$ cat src/logic/ion_pkg.sv
package ion_pkg;

	localparam int PACKET_W = 110;
	localparam int SLOT_W   = 4;
	localparam int TIMER_W  = 16;

	typedef logic [SLOT_W-1:0]   slot_t;
	typedef logic [7:0]          level_t;
	typedef logic [7:0]          aux_t;
	typedef logic [15:0]         stamp_t;
	typedef logic [15:0]         tag_t;
	typedef logic [PACKET_W-1:0] packet_t;
	typedef logic [TIMER_W-1:0]  timer_t;

	// slots at and above this count replay as empty.
	localparam int unsigned RECORD_COUNT = 8;

	localparam logic [6:0]  SYNC_CODE   = 7'd77;
	localparam logic [7:0]  HEADER_CODE = 8'd255;
	localparam logic [7:0]  MARKER_A    = 8'd239;
	localparam logic [7:0]  MARKER_B    = 8'd17;
	localparam logic [5:0]  CHANNEL_ID  = 6'd1;
	localparam logic [23:0] SENSOR_ID   = 24'd4272433;

	// field offsets inside a packet, from bit 0 upward.
	localparam int SYNC_LSB     = 0;
	localparam int FLAG_BIT     = 7;
	localparam int HEADER_LSB   = 8;
	localparam int LEVEL_LSB    = 16;
	localparam int AUX_LSB      = 24;
	localparam int STAMP_LSB    = 32;
	localparam int MARKER_A_LSB = 48;
	localparam int MARKER_B_LSB = 56;
	localparam int TAG_LSB      = 64;
	localparam int CHANNEL_LSB  = 80;
	localparam int SENSOR_LSB   = 86;

	typedef enum logic [0:0]
	{
		IDLE  = 1'b0,
		FETCH = 1'b1
	} seq_state_t;

endpackage

$ cat src/logic/sample_if.sv
interface sample_if import ion_pkg::*; ();

	logic   valid;  // one-cycle record strobe.
	logic   empty;  // slot holds no record.
	logic   flag;
	level_t level;
	aux_t   aux;
	stamp_t stamp;
	tag_t   tag;

	modport source
	(
		output valid,
		output empty,
		output flag,
		output level,
		output aux,
		output stamp,
		output tag
	);

	modport sink
	(
		input valid,
		input empty,
		input flag,
		input level,
		input aux,
		input stamp,
		input tag
	);

endinterface

$ cat src/logic/sample_sequencer.sv
module sample_sequencer import ion_pkg::*; #(
	parameter timer_t TIMER_CAP = 16'haaaa
) (
	input  logic  clock,
	input  logic  resetn,
	output logic  fetch,
	output slot_t slot
);

	seq_state_t state;
	seq_state_t state_next;
	timer_t     timer;
	logic       timer_done;

	assign timer_done = (timer == TIMER_CAP);
	assign fetch      = (state == FETCH);

	always_comb
	begin
		case (state)
			IDLE:
			begin
				if (timer_done)
				begin
					state_next = FETCH;
				end
				else
				begin
					state_next = IDLE;
				end
			end
			FETCH:
			begin
				state_next = IDLE;  // single fetch cycle.
			end
			default:
			begin
				state_next = IDLE;
			end
		endcase
	end

	always_ff @(posedge clock or negedge resetn)
	begin
		if (!resetn)
		begin
			state <= IDLE;
		end
		else
		begin
			state <= state_next;
		end
	end

	// counts idle cycles, CAP+1 of them per interval.
	always_ff @(posedge clock or negedge resetn)
	begin
		if (!resetn)
		begin
			timer <= '0;
		end
		else if (state == IDLE)
		begin
			timer <= timer + timer_t'(1);
		end
		else
		begin
			timer <= '0;
		end
	end

	always_ff @(posedge clock or negedge resetn)
	begin
		if (!resetn)
		begin
			slot <= '0;
		end
		else if (fetch)
		begin
			slot <= slot + slot_t'(1);  // wraps after 15.
		end
	end

endmodule

$ cat src/logic/sample_table.sv
module sample_table import ion_pkg::*; (
	input  logic     clock,
	input  logic     resetn,
	input  logic     fetch,
	input  slot_t    slot,
	sample_if.source rec
);

	logic   hit;
	logic   lut_flag;
	level_t lut_level;
	aux_t   lut_aux;
	stamp_t lut_stamp;
	tag_t   lut_tag;

	assign hit = (32'(slot) < RECORD_COUNT);

	// recorded readings, indexed by the low slot bits.
	always_comb
	begin
		case (slot[2:0])
			3'd0:
			begin
				lut_flag  = 1'b0;
				lut_level = 8'd177;
				lut_aux   = 8'd100;
				lut_stamp = 16'd881;
				lut_tag   = 16'd56110;
			end
			3'd1:
			begin
				lut_flag  = 1'b1;
				lut_level = 8'd176;
				lut_aux   = 8'd100;
				lut_stamp = 16'd925;
				lut_tag   = 16'd3791;
			end
			3'd2:
			begin
				lut_flag  = 1'b0;
				lut_level = 8'd177;
				lut_aux   = 8'd100;
				lut_stamp = 16'd962;
				lut_tag   = 16'd63275;
			end
			3'd3:
			begin
				lut_flag  = 1'b1;
				lut_level = 8'd177;
				lut_aux   = 8'd100;
				lut_stamp = 16'd1011;
				lut_tag   = 16'd24574;
			end
			3'd4:
			begin
				lut_flag  = 1'b1;
				lut_level = 8'd185;
				lut_aux   = 8'd100;
				lut_stamp = 16'd1045;
				lut_tag   = 16'd40019;
			end
			3'd5:
			begin
				lut_flag  = 1'b1;
				lut_level = 8'd186;
				lut_aux   = 8'd100;
				lut_stamp = 16'd1094;
				lut_tag   = 16'd50527;
			end
			3'd6:
			begin
				lut_flag  = 1'b0;
				lut_level = 8'd177;
				lut_aux   = 8'd100;
				lut_stamp = 16'd1136;
				lut_tag   = 16'd60177;
			end
			default:
			begin
				lut_flag  = 1'b0;
				lut_level = 8'd178;
				lut_aux   = 8'd100;
				lut_stamp = 16'd1178;
				lut_tag   = 16'd47222;
			end
		endcase
	end

	always_ff @(posedge clock or negedge resetn)
	begin
		if (!resetn)
		begin
			rec.valid <= 1'b0;
		end
		else
		begin
			rec.valid <= fetch;  // one cycle behind fetch.
		end
	end

	always_ff @(posedge clock)
	begin
		if (fetch)
		begin
			rec.empty <= ~hit;
			if (hit)
			begin
				rec.flag  <= lut_flag;
				rec.level <= lut_level;
				rec.aux   <= lut_aux;
				rec.stamp <= lut_stamp;
				rec.tag   <= lut_tag;
			end
			else
			begin
				rec.flag  <= 1'b0;  // unused slot.
				rec.level <= '0;
				rec.aux   <= '0;
				rec.stamp <= '0;
				rec.tag   <= '0;
			end
		end
	end

endmodule

$ cat src/logic/packet_framer.sv
module packet_framer import ion_pkg::*; (
	input  logic    clock,
	input  logic    resetn,
	sample_if.sink  rec,
	output logic    ready,
	output packet_t data_out
);

	packet_t frame;

	// fixed fields around the recorded ones.
	always_comb
	begin
		frame = '0;
		if (!rec.empty)
		begin
			frame[SYNC_LSB +: $bits(SYNC_CODE)]       = SYNC_CODE;
			frame[FLAG_BIT]                           = rec.flag;
			frame[HEADER_LSB +: $bits(HEADER_CODE)]   = HEADER_CODE;
			frame[LEVEL_LSB +: $bits(level_t)]        = rec.level;
			frame[AUX_LSB +: $bits(aux_t)]            = rec.aux;
			frame[STAMP_LSB +: $bits(stamp_t)]        = rec.stamp;
			frame[MARKER_A_LSB +: $bits(MARKER_A)]    = MARKER_A;
			frame[MARKER_B_LSB +: $bits(MARKER_B)]    = MARKER_B;
			frame[TAG_LSB +: $bits(tag_t)]            = rec.tag;
			frame[CHANNEL_LSB +: $bits(CHANNEL_ID)]   = CHANNEL_ID;
			frame[SENSOR_LSB +: $bits(SENSOR_ID)]     = SENSOR_ID;
		end
	end

	always_ff @(posedge clock or negedge resetn)
	begin
		if (!resetn)
		begin
			ready    <= 1'b0;
			data_out <= '0;
		end
		else
		begin
			ready <= rec.valid;
			if (rec.valid)
			begin
				data_out <= frame;
			end
			else
			begin
				data_out <= '0;  // bus idles at zero.
			end
		end
	end

endmodule

$ cat src/logic/ion_sensor.sv
module ion_sensor import ion_pkg::*; #(
	parameter timer_t TIMER_CAP = 16'haaaa
) (
	input  logic    clock,
	input  logic    resetn,
	output logic    ready,
	output packet_t data_out
);

	logic  fetch;
	slot_t slot;

	sample_if rec_if ();

	// interval timer and slot index.
	sample_sequencer #(
		.TIMER_CAP (TIMER_CAP)
	) sample_sequencer_i (
		.clock  (clock),
		.resetn (resetn),
		.fetch  (fetch),
		.slot   (slot)
	);

	sample_table sample_table_i (
		.clock  (clock),
		.resetn (resetn),
		.fetch  (fetch),
		.slot   (slot),
		.rec    (rec_if.source)
	);

	packet_framer packet_framer_i (
		.clock    (clock),
		.resetn   (resetn),
		.rec      (rec_if.sink),
		.ready    (ready),
		.data_out (data_out)
	);

endmodule

$ cat config.mk
export PLATFORM = sky130hd
export DESIGN_NAME = ion_sensor
export DESIGN_NICKNAME = d
export VERILOG_FILES = /design/src/logic/ion_pkg.sv /design/src/logic/sample_if.sv /design/src/logic/sample_sequencer.sv /design/src/logic/sample_table.sv /design/src/logic/packet_framer.sv /design/src/logic/ion_sensor.sv
export SDC_FILE = /design/constraint.sdc
export NUM_CORES = 1
export LEC_CHECK = 0
export BUFFER_PORTS_ARGS = -buffer_cell sky130_fd_sc_hd__clkbuf_2
export CAP_MARGIN = 25
export CORE_MARGIN = 5
export CORE_UTILIZATION = 55
export CTS_CLUSTER_SIZE = 30
export DETAILED_ROUTE_END_ITERATION = 8
export PLACE_DENSITY_LB_ADDON = 0.1
export SLEW_MARGIN = 0
export SYNTH_ARGS = -nofsm -noshare
export SYNTH_HDL_FRONTEND = slang
export SYNTH_HIERARCHICAL = 1
export SYNTH_SLANG_ARGS = --single-unit
$ cat constraint.sdc
create_clock -name clock -period 3.13 [get_ports clock]
set_input_delay 0.939 -clock clock [delete_from_list [all_inputs] [get_ports clock]]
set_output_delay 0.939 -clock clock [all_outputs]
set_load 0.05 [all_outputs]
==> results_dict.tcl <==
set metrics [dict create \
    yosysSeqAreaShare 0.577 \
    ys_ff_latch 103 \
    final_hold_viol_count 0 \
    cts_buffer_depth 2 \
    maxSlewViolCount 0 \
    wl_per_cell_um 13.7 \
    power_switching_mw 0.547 \
    synth_edf_count 30 \
    peakVddDrop_uv 178 \
    setup_viol 0 \
    comb_power_share 0.044 \
    fin_tns_setup_ns 0 \
    rsz0062_at_grt "false" \
    cpMaxStageDelayCell "dfrtp_1" \
    power.density_nw_per_um2 466 \
    drc_errors 0 \
    synth_area_leader_cell "dfrtp_1" \
    clock_latency_ns 0.35 \
    p_seq_frac 0.595 \
    startpoint_type "flip-flop" \
    finalPower_mw 2.32 \
    synthTopCellsByCount "81 x buf_4, 73 x dfrtp_1, 46 x and3b_1" \
    final_util 0.599 \
    max_stage_delay_ns 0.79 \
    dieArea_um2 10600 \
    antenna_found_initial 0 \
    grt_overflow 0 \
    grt_first_pass_wirelength_mm 11.1 \
    synth_most_common_cell "buf_4" \
    yosys_warnings 6 \
    netlist-cell-type-count 49 \
    post_cts_buffers 0 \
    crit_fanout 30 \
    cts_buffers 9 \
    gr-usage-all-layers 0.137 \
    nets 419 \
    n_antenna_cell 0 \
    power_leakage_nw 2.64 \
    tritoncts_num_sinks 103 \
    worstMarginPinSlew_ns 0.863 \
    fin_crit_sh 0.793 \
    die_h_um 103 \
    grt_pass1_vias 2356 \
    final_antenna_net_count 0 \
    r2r_end "sample_table_i/rec.stamp[3]" \
    core_area_um2 8300 \
    avgSynthCellArea_um2 12.6 \
    drt_first_pass_iters 4 \
    fin_ws_ns 0.649 \
    synth_async_sr_flop_share 0.709 \
    h-tree-depth 3 \
    place.gp.congestion 0.717 \
    path_clk_slew_ns 0.10 \
    vias 2558 \
    hold_buffers 0 \
    crit_path_cell_trace "clkbuf_2" \
    synth_area_um2 4730 \
    cp-end-kind "output port" \
    reg2reg_depth 2 \
    viasPerCell 4.88 \
    ios 113 \
    skew_ns 0.0120 \
    cts_tree "yes" \
    drive_gt1_frac 0.291 \
    whs_path_depth 1 \
    start_util 0.570 \
    p_int_mw 1.77 \
    max_freq_mhz 403 \
    period_needed_ns 2.48 \
    relSlewSlack 0.424 \
    min_to "packet_framer_i/data_out[39]" \
    crit_family "flip-flops" \
    yosys.area.top_type_share 0.386 \
    rows 33 \
    synthTopCellsByArea "dfrtp_1 39%, edfxtp_1 19%, buf_4 13%" \
    hold_slack_ns 0.489 \
    worstSetupPathType "flip-flop to output port" \
    status "finished clean" \
    worstPathRequired_ns 2.19 \
    io_buffers 81 \
    min-delay-start "sample_table_i/rec.stamp[7]" \
    clock-root-buffer "clkbuf_8" \
    pwr-share-clk 0.361 \
    finalWirelength_mm 7.19 \
    area_delta_synth_final_pct 5.08 \
    hpwl_mm 4.77 \
    synthCells 376 \
    cts_resized 0 \
    synth_ff_type "dfrtp_1" \
    dp_slack_ns 1.01 \
    drt_iter0_drc 93 \
    die_w_um 103 \
    cp.arrival_ns 1.54 \
    grt_max_degree 42 \
    min_path_type "flip-flop to flip-flop" \
    switching_share 0.236 \
    max-cap-violations 0 \
    worst-path-buf-inv 1 \
    rrSetupSlack_ns 1.35 \
    reg2reg_from "sample_sequencer_i/slot[3]" \
]
==> cell usage in the layout, fill, tap and decap left out, types with 3 or more instances in the layout <==
cell type  synthesis  layout
or3_1              3       3
conb_1             2      43
a21oi_1           15      15
nor2b_1            7       7
nand3_1            3       3
nand2b_1           4       4
a211oi_2           3       3
o21ai_0            3       3
nor2_1            13      13
inv_1              5       5
dfrtp_1           73      72
edfxtp_1          30      30
clkbuf_2           0      80
o31ai_1            4       4
buf_4             81       5
clkbuf_8           0      11
nand4_1            3       3
or4_1              4       4
ha_1               3       3
nand2_1            6       6
and3b_2            4       4
nor4_1             4       4
xnor2_1            5       5
and3b_1           46      46
==> cell type report <==
| type | instances | area (µm²) |
|---|---|---|
| inverters | 6 | 22.5 |
| clock inverters | 4 | 33.8 |
| well taps | 105 | 131 |
| fillers | 688 | 3330 |
| flip-flops and latches | 103 | 2730 |
| multi-input cells | 207 | 1400 |
| clock buffers | 12 | 176 |
| repair buffers | 87 | 480 |
==> how the worst max path moves through the flow <==
stage	start	end	cells past startpoint
after CTS	packet_framer_i/data_out[102]	data_out[48]	1
after detailed placement	packet_framer_i/data_out[102]	data_out[48]	1
after global routing	packet_framer_i/data_out[102]	data_out[12]	1
after floorplan	packet_framer_i/data_out[102]	data_out[102]	1
after global placement	packet_framer_i/data_out[102]	data_out[0]	1
final	packet_framer_i/data_out[102]	data_out[48]	1
==> layer usage <==
layer,vias up,share of wire,global-route usage
met5,-,0,0
met4,0,0,0.0627
met3,0,0.075,0.0298
met2,90,0.49,0.219
met1,1219,0.44,0.179
li1,1249,-,-
==> flip-flops by register name, summed over array words and instances (netlist names), 4 cells and up <==
name / count
sample_table_i/rec.tag: 15
sample_sequencer_i/timer: 16
sample_table_i/rec.level: 4
sample_table_i/rec.stamp: 8
sample_sequencer_i/slot: 4
packet_framer_i/data_out: 50
==> power by group through the flow <==
stage	combinational (mW)	clock, mW	sequential, mW
after detailed placement	0.103	0	1.40
after floorplan	0.123	0	1.40
after global placement	0.102	0	1.40
final	0.103	0.836	1.38
after global routing	0.111	0.928	1.38
after CTS	0.103	0.871	1.38
==> metrics by stage <==
stage               cells  cell area, µm²
global route          524            4970
floorplan             417            4880
global placement      506            4720
finish                524            4970
CTS                   523            4950
detailed placement    507            4740
==> kinds of logic (layout without fill, tap and decap cells) <==
group / count (synthesis) / count (layout) / synth area share
muxes: 5 / 5 / 0.0116
buffers and inverters: 107 / 109 / 0.161
DFF: 103 / 103 / 0.577
other: 2 / 43 / 0.00159
adders and majority gates: 3 / 3 / 0.00794
and+or+nand+nor: 118 / 118 / 0.185
AOI/OAI and AO/OA: 31 / 31 / 0.0431
xor gates and xnor gates: 7 / 7 / 0.0130
Power figures use the tool's default switching activity.
